===== config.mk =====
export PLATFORM = sky130hd
export DESIGN_NAME = core_top
export DESIGN_NICKNAME = d
export VERILOG_FILES = /design/src/hdl/core_pkg.sv /design/src/hdl/alu_execute.sv /design/src/hdl/core_top.sv /design/src/hdl/fetch_decode.sv /design/src/hdl/pipe_trace.sv /design/src/hdl/result_writeback.sv
export SDC_FILE = /design/constraint.sdc
export NUM_CORES = 1
export LEC_CHECK = 0
export BUFFER_PORTS_ARGS = -buffer_cell sky130_fd_sc_hd__clkbuf_2
export CAP_MARGIN = 30
export CORE_MARGIN = 3
export CORE_UTILIZATION = 55
export DETAILED_ROUTE_END_ITERATION = 7
export PLACE_DENSITY = 0.83
export SYNTH_ARGS = -nofsm -noshare
export SYNTH_HDL_FRONTEND = slang
export SYNTH_HIERARCHICAL = 1
export SYNTH_SLANG_ARGS = --single-unit

===== constraint.sdc =====
create_clock -name clk -period 4 [get_ports clk]
set_input_delay 0.8 -clock clk [delete_from_list [all_inputs] [get_ports clk]]
set_output_delay 0.8 -clock clk [all_outputs]
set_load 0.01 [all_outputs]

===== src/hdl/core_pkg.sv =====
// Core package
// Widths, operation codes and the instruction word layout shared by
// the three-stage core, its trace unit and the testbench

`default_nettype none

package core_pkg;

    ////////////////////
    // Widths
    ////////////////////
    localparam int data_w  = 16;  // Register and result width
    localparam int reg_aw  = 4;   // Sixteen registers, r0 reads zero
    localparam int pc_w    = 8;   // Program counter
    localparam int seq_w   = 16;  // Trace sequence numbers
    localparam int stamp_w = 32;  // Cycle stamp and held-cycle counter
    localparam int imm_w   = 8;   // Immediate field of the i view

    ////////////////////
    // Operations
    ////////////////////
    // Unlisted codes behave as nop everywhere
    typedef enum logic [3:0] {
        op_nop  = 4'h0,
        op_add  = 4'h1,  // rd = rs + rt
        op_sub  = 4'h2,  // rd = rs - rt
        op_and  = 4'h3,
        op_or   = 4'h4,
        op_xor  = 4'h5,
        op_lli  = 4'h6,  // rd = sext(imm)
        op_addi = 4'h7,  // rd = rd + sext(imm)
        op_hlt  = 4'hf   // Stops fetch, sets halted in the result stage
    } opcode_e;

    // Instruction word, opcode on top in both views
    typedef union packed {
        struct packed {
            opcode_e           opcode;
            logic [reg_aw-1:0] rd;
            logic [reg_aw-1:0] rs;
            logic [reg_aw-1:0] rt;
        } r;  // Register form
        struct packed {
            opcode_e           opcode;
            logic [reg_aw-1:0] rd;
            logic [imm_w-1:0]  imm;
        } i;  // Immediate form
    } instr_u;

    // Operations that write rd and retire
    function automatic logic op_writes(input opcode_e op);
        case (op)
            op_add, op_sub, op_and, op_or, op_xor: return 1'b1;
            op_lli, op_addi:                       return 1'b1;
            default:                               return 1'b0;
        endcase
    endfunction

endpackage

`default_nettype wire


===== src/hdl/alu_execute.sv =====
// Execute stage
// Operand register behind decode and the arithmetic and logic unit.
// The result is combinational over the registered operands and is
// captured by the result stage on the next edge

`default_nettype none

module alu_execute import core_pkg::*; (
    input  wire                clk,
    input  wire                rst_n,
    input  wire                issue,
    input  wire opcode_e       op,
    input  wire [reg_aw-1:0]   rd,
    input  wire [data_w-1:0]   opnd_a,     // Source A or old rd
    input  wire [data_w-1:0]   opnd_b,     // Source B or extended immediate
    output logic               ex_valid,
    output opcode_e            ex_op,
    output logic [reg_aw-1:0]  ex_rd,
    output logic [data_w-1:0]  ex_value,
    output logic               ex_writes   // Not nop, not hlt
);

    logic [data_w-1:0] a_q;
    logic [data_w-1:0] b_q;

    ////////////////////
    // Stage register
    ////////////////////
    always_ff @(posedge clk) begin
        if (!rst_n)
            ex_valid <= 1'b0;
        else
            ex_valid <= issue;                // Bubble when decode holds
    end

    // Payload only moves with an issue
    always_ff @(posedge clk) begin
        if (issue) begin
            ex_op <= op;
            ex_rd <= rd;
            a_q   <= opnd_a;
            b_q   <= opnd_b;
        end
    end

    ////////////////////
    // ALU
    ////////////////////
    always_comb begin
        case (ex_op)
            op_add,
            op_addi: ex_value = a_q + b_q;    // Wraps mod 2^16
            op_sub:  ex_value = a_q - b_q;
            op_and:  ex_value = a_q & b_q;
            op_or:   ex_value = a_q | b_q;
            op_xor:  ex_value = a_q ^ b_q;
            op_lli:  ex_value = b_q;          // Immediate passes through
            default: ex_value = '0;           // nop, hlt
        endcase
    end

    assign ex_writes = op_writes(ex_op);      // Interlock qualifies with ex_valid

endmodule

`default_nettype wire


===== src/hdl/core_top.sv =====
// Core top level
// Three-stage pipeline (fetch/decode, execute, result) with the
// trace unit alongside. Instruction memory sits outside

`default_nettype none

module core_top import core_pkg::*; (
    input  wire                clk,
    input  wire                rst_n,
    input  wire                stall,
    input  wire instr_u        instr,          // From instruction ROM at pc
    output logic [pc_w-1:0]    pc,
    output logic               retire,
    output logic [reg_aw-1:0]  retire_rd,
    output logic [data_w-1:0]  retire_value,
    output logic [seq_w-1:0]   retire_seq,
    output logic [stamp_w-1:0] retire_stamp,
    output logic [stamp_w-1:0] held_count,
    output logic               halted
);

    ////////////////////
    // Interconnect
    ////////////////////
    logic              issue;      // Decode to execute and trace
    logic              hold;
    opcode_e           op;
    logic [reg_aw-1:0] rd;
    logic [data_w-1:0] opnd_a;
    logic [data_w-1:0] opnd_b;
    logic              ex_valid;   // Execute to result and interlock
    opcode_e           ex_op;
    logic [reg_aw-1:0] ex_rd;
    logic [data_w-1:0] ex_value;
    logic              ex_writes;
    logic              wr_en;      // Register file write port
    logic [reg_aw-1:0] wr_rd;
    logic [data_w-1:0] wr_value;
    logic [reg_aw-1:0] rd_a_idx;   // Register file read ports
    logic [reg_aw-1:0] rd_b_idx;
    logic [data_w-1:0] rd_a_data;
    logic [data_w-1:0] rd_b_data;

    // Port names match the wires above one to one
    fetch_decode     fetch_decode_i     (.*);
    alu_execute      alu_execute_i      (.*);
    result_writeback result_writeback_i (.*);
    pipe_trace       pipe_trace_i       (.*);

endmodule

`default_nettype wire


===== src/hdl/fetch_decode.sv =====
// Fetch and decode stage
// Program counter, instruction decode through the union views,
// register reads with same-cycle write merge, RAW interlock
// against execute, and the stall and halt hold

`default_nettype none

module fetch_decode import core_pkg::*; (
    input  wire                clk,
    input  wire                rst_n,
    input  wire                stall,      // External freeze of this stage
    input  wire instr_u        instr,      // Word at pc, read combinationally
    input  wire                ex_valid,   // Execute slot occupancy
    input  wire [reg_aw-1:0]   ex_rd,
    input  wire                ex_writes,
    input  wire                wr_en,      // Register file write port
    input  wire [reg_aw-1:0]   wr_rd,
    input  wire [data_w-1:0]   wr_value,
    output logic [reg_aw-1:0]  rd_a_idx,   // Register file read ports
    output logic [reg_aw-1:0]  rd_b_idx,
    input  wire [data_w-1:0]   rd_a_data,
    input  wire [data_w-1:0]   rd_b_data,
    output logic [pc_w-1:0]    pc,
    output logic               issue,      // Decode moves into execute
    output logic               hold,       // Decode has a word but keeps it
    output opcode_e            op,
    output logic [reg_aw-1:0]  rd,
    output logic [data_w-1:0]  opnd_a,
    output logic [data_w-1:0]  opnd_b
);

    logic              halt_issued;  // hlt has left decode, no more fetch
    logic              is_imm;
    logic              use_a;        // Source A is a real dependency
    logic              use_b;
    logic              hazard;       // RAW against execute, one bubble
    logic [data_w-1:0] a_merged;
    logic [data_w-1:0] b_merged;
    logic [data_w-1:0] imm_ext;

    ////////////////////
    // Decode
    ////////////////////
    always_comb begin
        op     = instr.r.opcode;                   // Same bits in both views
        rd     = instr.r.rd;
        is_imm = (op == op_lli) || (op == op_addi);
        use_a  = 1'b0;
        use_b  = 1'b0;
        case (op)
            op_add, op_sub, op_and, op_or, op_xor: begin
                use_a = 1'b1;
                use_b = 1'b1;
            end
            op_addi: use_a = 1'b1;                 // Old rd value
            default: ;                             // lli, nop, hlt read nothing
        endcase
        rd_a_idx = (op == op_addi) ? instr.i.rd : instr.r.rs;
        rd_b_idx = instr.r.rt;
        imm_ext  = {{(data_w-imm_w){instr.i.imm[imm_w-1]}}, instr.i.imm};
    end

    // Write in the result stage lands this cycle, take it directly
    always_comb begin
        a_merged = rd_a_data;
        b_merged = rd_b_data;
        if (wr_en && (wr_rd == rd_a_idx) && (rd_a_idx != '0))
            a_merged = wr_value;
        if (wr_en && (wr_rd == rd_b_idx) && (rd_b_idx != '0))
            b_merged = wr_value;
        opnd_a = a_merged;
        opnd_b = is_imm ? imm_ext : b_merged;
    end

    ////////////////////
    // Interlock and hold
    ////////////////////
    always_comb begin
        hazard = ex_valid && ex_writes && (ex_rd != '0) &&
                 ((use_a && (rd_a_idx == ex_rd)) || (use_b && (rd_b_idx == ex_rd)));
        issue  = !halt_issued && !stall && !hazard;
        hold   = !halt_issued && !issue;      // Nothing left to hold after hlt
    end

    // Program counter and halt flag
    always_ff @(posedge clk) begin
        if (!rst_n) begin
            pc          <= '0;
            halt_issued <= 1'b0;
        end else if (issue) begin
            pc <= pc + 1'b1;
            if (op == op_hlt)
                halt_issued <= 1'b1;          // Sticky until reset
        end
    end

endmodule

`default_nettype wire


===== src/hdl/pipe_trace.sv =====
// Pipeline trace unit
// Gives each issued instruction a sequence number and carries it
// through the execute and result slots beside the data path.
// Also runs the cycle stamp and the held-cycle counter

`default_nettype none

module pipe_trace import core_pkg::*; (
    input  wire                clk,
    input  wire                rst_n,
    input  wire                issue,
    input  wire                hold,
    input  wire                halted,
    output logic [seq_w-1:0]   retire_seq,    // Identity in the result slot
    output logic [stamp_w-1:0] retire_stamp,  // Cycles since reset release
    output logic [stamp_w-1:0] held_count
);

    logic [seq_w-1:0] next_seq;  // Identity of the word in decode
    logic [seq_w-1:0] ex_seq;    // Identity in the execute slot

    ////////////////////
    // Stage identities
    ////////////////////
    // Decode identity only moves on issue, so it survives stall and halt.
    // The execute slot keeps its last identity through bubbles
    always_ff @(posedge clk) begin
        if (!rst_n) begin
            next_seq <= '0;
            ex_seq   <= '0;
        end else if (issue) begin
            next_seq <= next_seq + 1'b1;      // nop takes a number too
            ex_seq   <= next_seq;
        end
    end

    // Result slot follows execute every cycle like the data path
    always_ff @(posedge clk) begin
        if (!rst_n)
            retire_seq <= '0;
        else
            retire_seq <= ex_seq;             // Meaningful only with retire
    end

    ////////////////////
    // Counters
    ////////////////////
    always_ff @(posedge clk) begin
        if (!rst_n)
            retire_stamp <= '0;
        else
            retire_stamp <= retire_stamp + 1'b1;  // Free running
    end

    // Held cycles, stops counting once the core has halted
    always_ff @(posedge clk) begin
        if (!rst_n) begin
            held_count <= '0;
        end else if (hold && !halted) begin
            held_count <= held_count + 1'b1;
        end
    end

endmodule

`default_nettype wire


===== src/hdl/result_writeback.sv =====
// Result stage
// Captures the execute result, writes it into the sixteen-entry
// register file and raises retire for writing operations.
// Sets the sticky halted flag when hlt arrives here

`default_nettype none

module result_writeback import core_pkg::*; (
    input  wire                clk,
    input  wire                rst_n,
    input  wire                ex_valid,
    input  wire opcode_e       ex_op,
    input  wire [reg_aw-1:0]   ex_rd,
    input  wire [data_w-1:0]   ex_value,
    input  wire [reg_aw-1:0]   rd_a_idx,   // Read ports for decode
    input  wire [reg_aw-1:0]   rd_b_idx,
    output logic [data_w-1:0]  rd_a_data,
    output logic [data_w-1:0]  rd_b_data,
    output logic               wr_en,      // Write port, also seen by decode
    output logic [reg_aw-1:0]  wr_rd,
    output logic [data_w-1:0]  wr_value,
    output logic               retire,
    output logic [reg_aw-1:0]  retire_rd,
    output logic [data_w-1:0]  retire_value,
    output logic               halted
);

    logic              res_valid;
    opcode_e           res_op;
    logic [reg_aw-1:0] res_rd;
    logic [data_w-1:0] res_value;
    logic [data_w-1:0] regs [2**reg_aw];      // Entry 0 never written

    ////////////////////
    // Stage register
    ////////////////////
    always_ff @(posedge clk) begin
        if (!rst_n) begin
            res_valid <= 1'b0;
            halted    <= 1'b0;
        end else begin
            res_valid <= ex_valid;
            if (ex_valid && (ex_op == op_hlt))
                halted <= 1'b1;               // High while hlt sits here, then sticky
        end
    end

    always_ff @(posedge clk) begin
        if (ex_valid) begin
            res_op    <= ex_op;
            res_rd    <= ex_rd;
            res_value <= ex_value;
        end
    end

    // Write port
    assign wr_en    = res_valid && op_writes(res_op);
    assign wr_rd    = res_rd;
    assign wr_value = res_value;

    ////////////////////
    // Register file
    ////////////////////
    always_ff @(posedge clk) begin
        if (wr_en && (wr_rd != '0))
            regs[wr_rd] <= wr_value;
    end

    // Stored values, decode merges the write landing this cycle
    assign rd_a_data = (rd_a_idx == '0) ? '0 : regs[rd_a_idx];
    assign rd_b_data = (rd_b_idx == '0) ? '0 : regs[rd_b_idx];

    // Retirement report
    assign retire       = wr_en;              // nop and hlt never retire
    assign retire_rd    = res_rd;
    assign retire_value = res_value;

endmodule

`default_nettype wire


### Word-level counts from Yosys, hierarchy flattened

Memories as Yosys holds them, arrays and structs flattened.
Cells that the tools add are included.

| storage, ports and cells | value |
|---|---|
| output and inout bits | 110 |
| RAM bits | 256 |
| input bits | 19 |
| memories kept | 1 |
| flip-flop bits (word level) | 188 |
| word-level logic and storage cells | 102 |

Memories:

| name | words | bits a word | read ports | clocked after Yosys merged registers in | write ports | line | RTL |
|---|---|---|---|---|---|---|---|
| result_writeback_i.regs | 16 | 16 | 2 | 0 | 1 | result_writeback.sv:32 | `logic [data_w-1:0] regs [2**reg_aw];` |

| cells by class | value |
|---|---|
| muxes and demuxes | 13 |
| $add $sub $neg | 6 |
| bitwise operators | 3 |
| equality and inequality tests | 27 |
| reductions and logical operators | 35 |

Operator list:

| kind | count |
|---|---|
| $pmux 16 s6 | 1 |
| $mux 16 | 5 |
| $add 32x1->32 const B | 2 |
| $eq 4x3->1 const B | 12 |
| $eq 4x2->1 const B | 6 |
| $add 16x1->16 const B | 1 |
| $add 16x16->16 | 1 |
| $and 16x16->16 | 1 |
| $eq 4x4->1 | 4 |
| $logic_and 1x1->1 | 16 |
| $or 16x16->16 | 1 |
| $reduce_bool 4->1 | 4 |
| $sub 16x16->16 | 1 |
| $xor 16x16->16 | 1 |
| $reduce_or 7->1 | 2 |
| $eq 4x1->1 const B | 3 |
| $add 8x1->8 const B | 1 |
| $eq 4x4->1 const B | 2 |
| $logic_not 4->1 | 2 |
| $mux 1 | 6 |
| $reduce_or 6->1 | 1 |
| $logic_not 1->1 | 5 |
| $reduce_or 5->1 | 1 |
| $mux 4 | 1 |
| 3 further kinds | 4 |

### Longest topological paths before layout

Gate-level depths: netlist (run 1).

| depth | value |
|---|---|
| word-level depth | 11 |
| depth in mapped cells | 14 |
| mapped depth without buffers | 12 |

### Modules after synthesis

Netlist (run 1), hierarchy kept.

Modules (own cells, without submodules):

| module | instances | seq. area each (µm²) | cells each | area each (µm²) |
|---|---|---|---|---|
| result_writeback | 1 | 7,967.6 | 633 | 12,150.4 |
| pipe_trace | 1 | 2,242.2 | 517 | 4,710.8 |
| alu_execute | 1 | 1,221.2 | 335 | 3,385.7 |
| fetch_decode | 1 | 180.2 | 189 | 1,541.5 |

### Worst setup path after synthesis (run 1)

No wires, ideal clock.

| timing | value |
|---|---|
| path type | input to register |
| start point | input instr[14] (netlist name) |
| end point | register pipe_trace_i.next_seq[13] |
| data required time | 3,881 ps |
| data arrival time | 4,013 ps |
| stages on the path | 13 |
| path slack | -131 ps |
| cell sequence | buf_4 and4b_1 buf_6 mux2i_1 o221ai_1 o21ai_2 buf_6 nor2_2 clkbuf_1 nand4_1 nor4_1 nand3_1 mux2i_1 |

| between the ends | value |
|---|---|
| word-level cells in the longest chain between the ends | 8 |
| elaborated cells on any way between the ends | 18 |

RTL lines:

| what | line | RTL |
|---|---|---|
| start: declaration | core_top.sv:11 | `input wire instr_u instr,` |
| $eq 4x3->1 (tied with other cells) | fetch_decode.sv:50, fetch_decode.sv:58 |  |
| $mux 4 (tied with other cells) | fetch_decode.sv:58 | `rd_a_idx = (op == op_addi) ? instr.i.rd : instr.r.rs;` |
| $eq 4x4->1 / $mux 1 (equally long branches) | fetch_decode.sv:80, fetch_decode.sv:50 |  |
| $logic_and 1x1->1 | fetch_decode.sv:80 | `((use_a && (rd_a_idx == ex_rd)) \|\| (use_b && (rd_b_idx == ex_rd)));` |
| $logic_or 1x1->1 * | fetch_decode.sv:80 |  |
| $logic_and 1x1->1 * | fetch_decode.sv:79 | `hazard = ex_valid && ex_writes && (ex_rd != '0) &&` |
| $logic_not 1->1 * | fetch_decode.sv:81 | `issue = !halt_issued && !stall && !hazard;` |
| $logic_and 1x1->1 * | fetch_decode.sv:81 |  |
| named net issue | core_top.sv:25 | `logic issue;` |
| end signal: assignment | pipe_trace.sv:32 | `next_seq <= next_seq + 1'b1;` |
| end: declaration | pipe_trace.sv:19 | `logic [seq_w-1:0] next_seq;` |

Mark *: on every way through the listed nets, which the timed path passes. The rest lies on a longest branch.
A chain may end at the register's enable or synchronous reset.

### Final worst setup path (run 1)

| timing | value |
|---|---|
| start point | register alu_execute_i.ex_op[0] |
| end point | register result_writeback_i.res_value[14], in the netlist result_writeback_i/retire_value[14], data pin |

| between the ends | value |
|---|---|
| word-level cells in the longest chain between the ends | 3 |
| elaborated cells on any way between the ends | 9 |

RTL lines:

| what | line | RTL |
|---|---|---|
| start: declaration | alu_execute.sv:17 | `output opcode_e ex_op,` |
| start signal: assignment | alu_execute.sv:39 | `ex_op <= op;` |
| $eq 4x1->1 / $eq 4x3->1 (equally long branches) | alu_execute.sv:50 | `case (ex_op)` |
| $reduce_or 2->1 | alu_execute.sv:50 |  |
| $pmux 16 s6 * | alu_execute.sv:50 |  |
| named net ex_value[14] | core_top.sv:34 | `logic [data_w-1:0] ex_value;` |
| end signal: assignment | result_writeback.sv:52 | `res_value <= ex_value;` |
| end: declaration | result_writeback.sv:31 | `logic [data_w-1:0] res_value;` |

Marks and branches as above.

==> results of run 1 <==
-- routing by layer --
| metal | up-vias | wire (um) | global-route usage, % |
|---|---|---|---|
| li1 | 6675 | - | - |
| met1 | 7556 | 21500 | 35.8 |
| met2 | 1073 | 27200 | 43.0 |
| met3 | 187 | 6450 | 7.48 |
| met4 | 4 | 2230 | 11.5 |
| met5 | - | 47 | 0 |
-- cell usage in the layout (no fill, tap or decap), drive strengths merged, types with 27 or more instances in the layout --
master / instances
nor3: 38
nand3: 29
o21ai: 47
xnor2: 45
ha: 52
mux2: 46
nor2b: 29
edfxtp: 304
dfxtp: 124
mux4: 96
nand2: 72
or4: 33
clkbuf: 186
mux2i: 56
nor2: 92
a21oi: 77
nand4: 27
inv: 63
buf: 55
a221oi: 41
o31ai: 45
-- worst paths after layout --
check	from	endpoint	slack (ps)	depth (start not counted)
worst max-delay path	alu_execute_i/ex_op[0]	result_writeback_i/retire_value[14]	500	11
worst min register to register	pipe_trace_i/ex_seq[11]	pipe_trace_i/retire_seq[11]	450	1
worst max register to register	alu_execute_i/ex_op[0]	result_writeback_i/retire_value[14]	500	11
worst min-delay path	pipe_trace_i/ex_seq[11]	pipe_trace_i/retire_seq[11]	450	1
-- cell families (layout without fill, tap and decap cells) --
kind of cell,after synthesis,count (layout),share of synthesized area [%]
fa+ha+maj,53,53,3.08
xor+xnor,69,69,2.84
mux,198,198,15.3
simple gates,439,439,11.3
compound gates,297,297,9.49
buf+inv,190,327,4.70
flops,428,428,53.3
-- flip-flops by register name (all words and copies together) (netlist names), 4 cells and up --
| signal | count |
|---|---|
| result_writeback_i/retire_rd | 4 |
| pipe_trace_i/retire_stamp | 32 |
| alu_execute_i/ex_op | 4 |
| result_writeback_i/regs | 240 |
| alu_execute_i/b_q | 16 |
| result_writeback_i/retire_value | 16 |
| result_writeback_i/res_op | 4 |
| pipe_trace_i/ex_seq | 16 |
| alu_execute_i/a_q | 16 |
| alu_execute_i/ex_rd | 4 |
| pipe_trace_i/held_count | 32 |
| pipe_trace_i/next_seq | 16 |
| fetch_decode_i/pc | 8 |
| pipe_trace_i/retire_seq | 16 |
-- report_power, final --
group / total (uW) / leakage (uW) / switching [uW] / internal, uW
logic: 1080 / 0.00407 / 622 / 456
registers: 5010 / 0.00378 / 148 / 4860
clock network: 4160 / 0.000713 / 1770 / 2380
total: 10200 / 0.00857 / 2540 / 7700
-- Yosys cell counts (21+ instances only) --
cell and n:
buf_4 37, a22oi_1 21, xor2_1 23, dfxtp_1 124, and2_1 24, buf_2 30, clkbuf_1 39, mux2i_1 56
o21ai_1 24, nand4_1 26, mux4_2 82, nand3_1 29, or4_1 30, a221oi_1 41, nor3_1 35, edfxtp_1 304
ha_1 52, xnor2_1 44, o21ai_0 22, mux2_1 29, nor2b_1 27, o31ai_1 44, inv_1 59, nor2_1 89
a21oi_1 76, nand2_1 72
-- area by class of cell --
cell class | instances | share of cell area, %
inverters | 61 | 0.948
flip-flops and latches | 428 | 47.8
well taps | 518 | 2.67
clock buffers | 59 | 5.23
multi-input cells | 1056 | 37.9
clock inverters | 25 | 0.886
repair buffers | 182 | 4.59
-- per-stage QoR --
| step | power, uW | setup WS [ps] | hold slack [ps] |
|---|---|---|---|
| 3_5_place_dp | 6140 | 498 | 447 |
| 2_1_floorplan | 5850 | 344 | 429 |
| 3_3_place_gp | 6100 | 527 | 437 |
| 6_report | 10200 | 503 | 449 |
| 4_1_cts | 10300 | 539 | 446 |
| 5_1_grt | 10600 | 391 | 455 |
==> results.py, run 1 <==
metrics = {
    "drt": {
        "routed_via_density": 6.65,
        "detail-route-antenna-nets": 0,
        "routed-via-count": 15500,
        "drt_iter0_drc": 2130,
        "wirelength_um": 57400,
        "wl_per_cell_um": 24.7,
        "drc": 0,
        "drt_pre_antenna_iters": 5,
    },
    "cts": {
        "clk_pin_slew_ps": 60,
        "clkSinkCount": 428,
        "cts_tree": "done",
        "cts_max_path_buffers": 3,
        "cts_setup_buffers": 0,
        "clock_tree.root_cell": "clkbuf_16",
        "ctsHoldBuffers": 0,
        "clkLatencyLatePin_ps": 580,
        "cts-buffers-inserted": 45,
        "cts.repair.resized": 0,
        "htree_num_levels": 2,
    },
    "grt": {
        "grtUsageTotal_pct": 27.2,
        "antenna_found_initial": 1,
        "grt_pass1_wl_um": 88500,
        "grt_max_degree": 87,
        "gr-total-overflow": 0,
        "grt_pass1_vias": 15300,
    },
    "critical_path": {
        "critical_path.startpoint_type": "flip-flop",
        "required_ps": 4310,
        "max_stage_delay_ps": 520,
        "arrival_ps": 3810,
        "worstPathCellList": "or2b_1, or3_1, nand2_1, o21ai_1, fa_1, nor2b_1, o31a_1, o221ai_1, o21ai_1, mux2i_1, nand2_1",
        "path_class": "flip-flop to flip-flop",
        "critPathBufInv": 0,
        "crit_family": "simple AND/OR/NAND/NOR gates",
        "cp-end-kind": "flip-flop",
        "crit_fanout": 7,
        "critPathSlowestCell": "or3_1",
    },
    "yosys": {
        "synth_cell_types": 98,
        "synthCells": 1674,
        "synth_nets": 1746,
        "netlist_area_sq_um": 21800,
        "synthFlopType": "edfxtp_1",
        "synth_area_per_cell_sq_um": 13.0,
        "synth-async-reset-ratio_pct": 0,
        "yosysTopAreaCell": "edfxtp_1",
        "synth_top_area_share_pct": 41.9,
        "synth_seq_cells": 428,
        "synth_area_leaders": "edfxtp_1, dfxtp_1, mux4_2, ha_1, mux2i_1",
        "ys_seq_area_share_pct": 53.3,
        "synth_edf_count": 304,
        "yosysWarnings": 6,
    },
    "cells_and_area": {
        "syn_to_final_growth_pct": 11.5,
        "drive_gt1_share_pct": 21.9,
        "design_area_sq_um": 24300,
        "num-nets-final": 1846,
        "stdcell_count": 2329,
        "fillers": 2780,
        "multi_input_area_sq_um": 9200,
        "num_antenna_cells": 0,
        "utilization_pct": 62.4,
        "seqCellArea_sq_um": 11600,
    },
    "timing": {
        "rsz0062_at_grt": "false",
        "fin_crit_sh_pct": 87.4,
        "skew_ps": 17.3,
        "drv_slew": 0,
        "max_freq_mhz": 286,
        "fin_tns_setup_ps": 0,
        "post-route-min-period_ps": 3500,
        "hold_viol": 0,
        "slew_headroom_pct": 30.1,
        "setup_violations": 0,
        "worst_pin_slew_ps": 1050,
    },
    "status": {
        "status": "finished clean",
    },
    "die": {
        "die_y_um": 205,
        "die_area_sq_um": 42000,
        "dieWidth_um": 205,
        "initial_core_util_pct": 56.0,
        "core_sq_um": 38900,
        "num_rows": 72,
        "ioPinCount": 129,
    },
    "hold_path": {
        "hold_class": "flip-flop to flip-flop",
    },
    "placed_design": {
        "placed_cells": 2245,
        "placed_area_sq_um": 22800,
        "place_congestion": 0.869,
        "port_buffers": 128,
        "hpwlAfterDp_um": 36100,
    },
    "flow_run": {
        "maxCapViolations": 0,
    },
    "pwr": {
        "power.density_nw_per_um2": 422,
        "ir_worst_vdd_v": 0.000399,
        "leakage_uw": 0.00857,
    },
}
Note: power is estimated with default switching activity, not from simulation.
==> run 2, diff against run 1 <==
--- a/config.mk
+++ b/config.mk
@@ -7,10 +7,13 @@
 export LEC_CHECK = 0
 export BUFFER_PORTS_ARGS = -buffer_cell sky130_fd_sc_hd__clkbuf_2
 export CAP_MARGIN = 30
-export CORE_MARGIN = 3
-export CORE_UTILIZATION = 55
+export CELL_PAD_IN_SITES_DETAIL_PLACEMENT = 0
+export CELL_PAD_IN_SITES_GLOBAL_PLACEMENT = 1
+export CORE_MARGIN = 4
+export CORE_UTILIZATION = 46
 export DETAILED_ROUTE_END_ITERATION = 7
-export PLACE_DENSITY = 0.83
+export GPL_ROUTABILITY_DRIVEN = 0
+export PLACE_DENSITY = 0.84
 export SYNTH_ARGS = -nofsm -noshare
 export SYNTH_HDL_FRONTEND = slang
 export SYNTH_HIERARCHICAL = 1
==> results.py, run 2 (synthesized netlist as in run 1, its figures left out) <==
metrics = {
    "status": {
        "status": "finished clean",
    },
    "critical_path": {
        "cp-end-kind": "flip-flop",
        "critical_path.startpoint_type": "flip-flop",
        "arrival_ps": 3690,
        "reg2reg_slack_ps": 600,
        "r2r-end": "result_writeback_i/retire_value[15]",
        "r2r_cells": 12,
        "crit_fanout": 6,
        "critPathSlowestCell": "or4_4",
        "path_class": "flip-flop to flip-flop",
        "required_ps": 4300,
        "worstPathCellList": "or4_4, nor2_4, nand2_1, o31ai_2, xnor2_1, ha_1, a21oi_1, o21ai_0, a21o_1, a31o_1, xnor2_1, o21ai_1",
        "max_stage_delay_ps": 600,
        "crit_top_cell": "xnor2_1",
        "timing.rr.start": "alu_execute_i/b_q[5]",
    },
    "hold_path": {
        "min_to": "alu_execute_i/ex_rd[1]",
        "worstHoldStart": "instr[9]",
        "hold_class": "input pin to flip-flop",
        "worstHoldPathCells": 1,
    },
    "cells_and_area": {
        "num-nets-final": 1848,
        "syn_to_final_growth_pct": 11.8,
        "design_area_sq_um": 24400,
        "stdcell_count": 2415,
        "drive_gt1_share_pct": 21.8,
        "num_antenna_cells": 0,
        "final_cell_mix": "edfxtp_1, clkbuf_2, dfxtp_1",
        "regMostFlops": "result_writeback_i/regs",
        "largest_register_ffs": 240,
        "layout_commonest_cell": "edfxtp_1",
        "biggestRegsByFlops": "result_writeback_i/regs (240), pipe_trace_i/held_count (32), pipe_trace_i/retire_stamp (32)",
    },
    "pwr": {
        "ir_worst_vdd_v": 0.000282,
        "p_sw_share_pct": 24.3,
        "leakage_uw": 0.00856,
        "p_comb_share_pct": 10.4,
        "switching_power_uw": 2490,
        "p_seq_share_pct": 49.0,
        "power_uw": 10200,
        "p_clk_share_pct": 40.6,
        "cell_internal_pwr_uw": 7740,
        "power.density_nw_per_um2": 420,
    },
    "grt": {
        "gr-total-overflow": 0,
        "grt_max_degree": 72,
        "antenna_found_initial": 0,
        "grtUsageTotal_pct": 22.2,
        "grt_pass1_vias": 15100,
        "grt_pass1_wl_um": 88400,
    },
    "cts": {
        "cts-buffers-inserted": 46,
        "clkSinkCount": 428,
        "clk_pin_slew_ps": 70,
        "cts_setup_buffers": 0,
        "clock_tree.root_cell": "clkbuf_16",
        "cts_max_path_buffers": 3,
        "cts_tree": "done",
        "htree_num_levels": 2,
        "clkLatencyLatePin_ps": 580,
        "ctsHoldBuffers": 0,
        "cts.repair.resized": 0,
    },
    "drt": {
        "drt_pre_antenna_iters": 6,
        "drt_iter0_drc": 1367,
        "drc": 0,
        "wl_per_cell_um": 23.6,
        "wirelength_um": 56900,
        "detail-route-antenna-nets": 0,
        "routed-via-count": 15100,
        "routed_via_density": 6.25,
    },
    "timing": {
        "skew_ps": 22.1,
        "drv_slew": 0,
        "hold_viol": 0,
        "slew_headroom_pct": 27.8,
        "max_freq_mhz": 294,
        "rsz0062_at_grt": "false",
        "fin_tns_setup_ps": 0,
        "setup_violations": 0,
        "fin_crit_sh_pct": 85.0,
        "post-route-min-period_ps": 3400,
        "finalHoldWorstSlack_ps": 464,
        "worst_pin_slew_ps": 1080,
    },
    "die": {
        "die_y_um": 226,
        "ioPinCount": 129,
        "dieWidth_um": 226,
        "initial_core_util_pct": 46.7,
        "num_rows": 79,
        "core_sq_um": 46700,
        "die_area_sq_um": 50900,
    },
    "placed_design": {
        "port_buffers": 128,
        "placed_cells": 2335,
        "placed_area_sq_um": 22900,
        "hpwlAfterDp_um": 37100,
    },
    "flow_run": {
        "maxCapViolations": 0,
    },
}
## run 2: area by class of cell
cell class                      instances  area (sq um)
Clock buffer                           60          1220
Clock inverter                         20           224
Fill cell                            3881         22300
Inverter                               61           230
Multi-Input combinational cell       1056          9200
Sequential cell                       428         11600
Tap cell                              607           759
Timing Repair Buffer                  183          1110
## run 2: worst max-delay path by stage
stage / start / to / slack (ps) / cells after the start
global route: alu_execute_i/ex_op[2] / pipe_trace_i/held_count[15] / 280 / 12
finish: alu_execute_i/b_q[5] / result_writeback_i/retire_value[15] / 600 / 12
global placement: instr[13] / alu_execute_i/a_q[5] / 470 / 10
detailed placement: instr[13] / pipe_trace_i/held_count[15] / 380 / 10
CTS: alu_execute_i/ex_op[0] / result_writeback_i/retire_value[14] / 600 / 11
floorplan: instr[14] / pipe_trace_i/next_seq[13] / 340 / 13
## run 2: power groups by stage
stage                     combinational, uW  clock (uW)  sequential (uW)
after floorplan                         793           0             5050
after global placement                 1030           0             5100
after detailed placement               1050           0             5100
after CTS                              1060        4230             5010
after global routing                   1160        4430             5020
final                                  1070        4150             5010
## run 2: critical path, delay by kind of cell, from the launching register on
kind	cells	cell delay (ps)
DFF	1	480
and+or+nand+nor	3	870
AOI/OAI and AO/OA	6	1100
xor gates and xnor gates	2	350
adders and majority gates	1	310
## run 2: metal layers
metal  track usage [%]  wire [um]
met4              6.50       1440
met3              4.59       4670
met5                 0          0
met2              36.1      27300
met1              30.4      23600
## run 2: per-stage QoR
stage / setup WS (ps) / utilization [%]
3_3_place_gp: 470 / 49.1
4_1_cts: 604 / 52.2
5_1_grt: 283 / 52.2
3_5_place_dp: 383 / 49.1
6_report: 601 / 52.2
2_1_floorplan: 344 / -
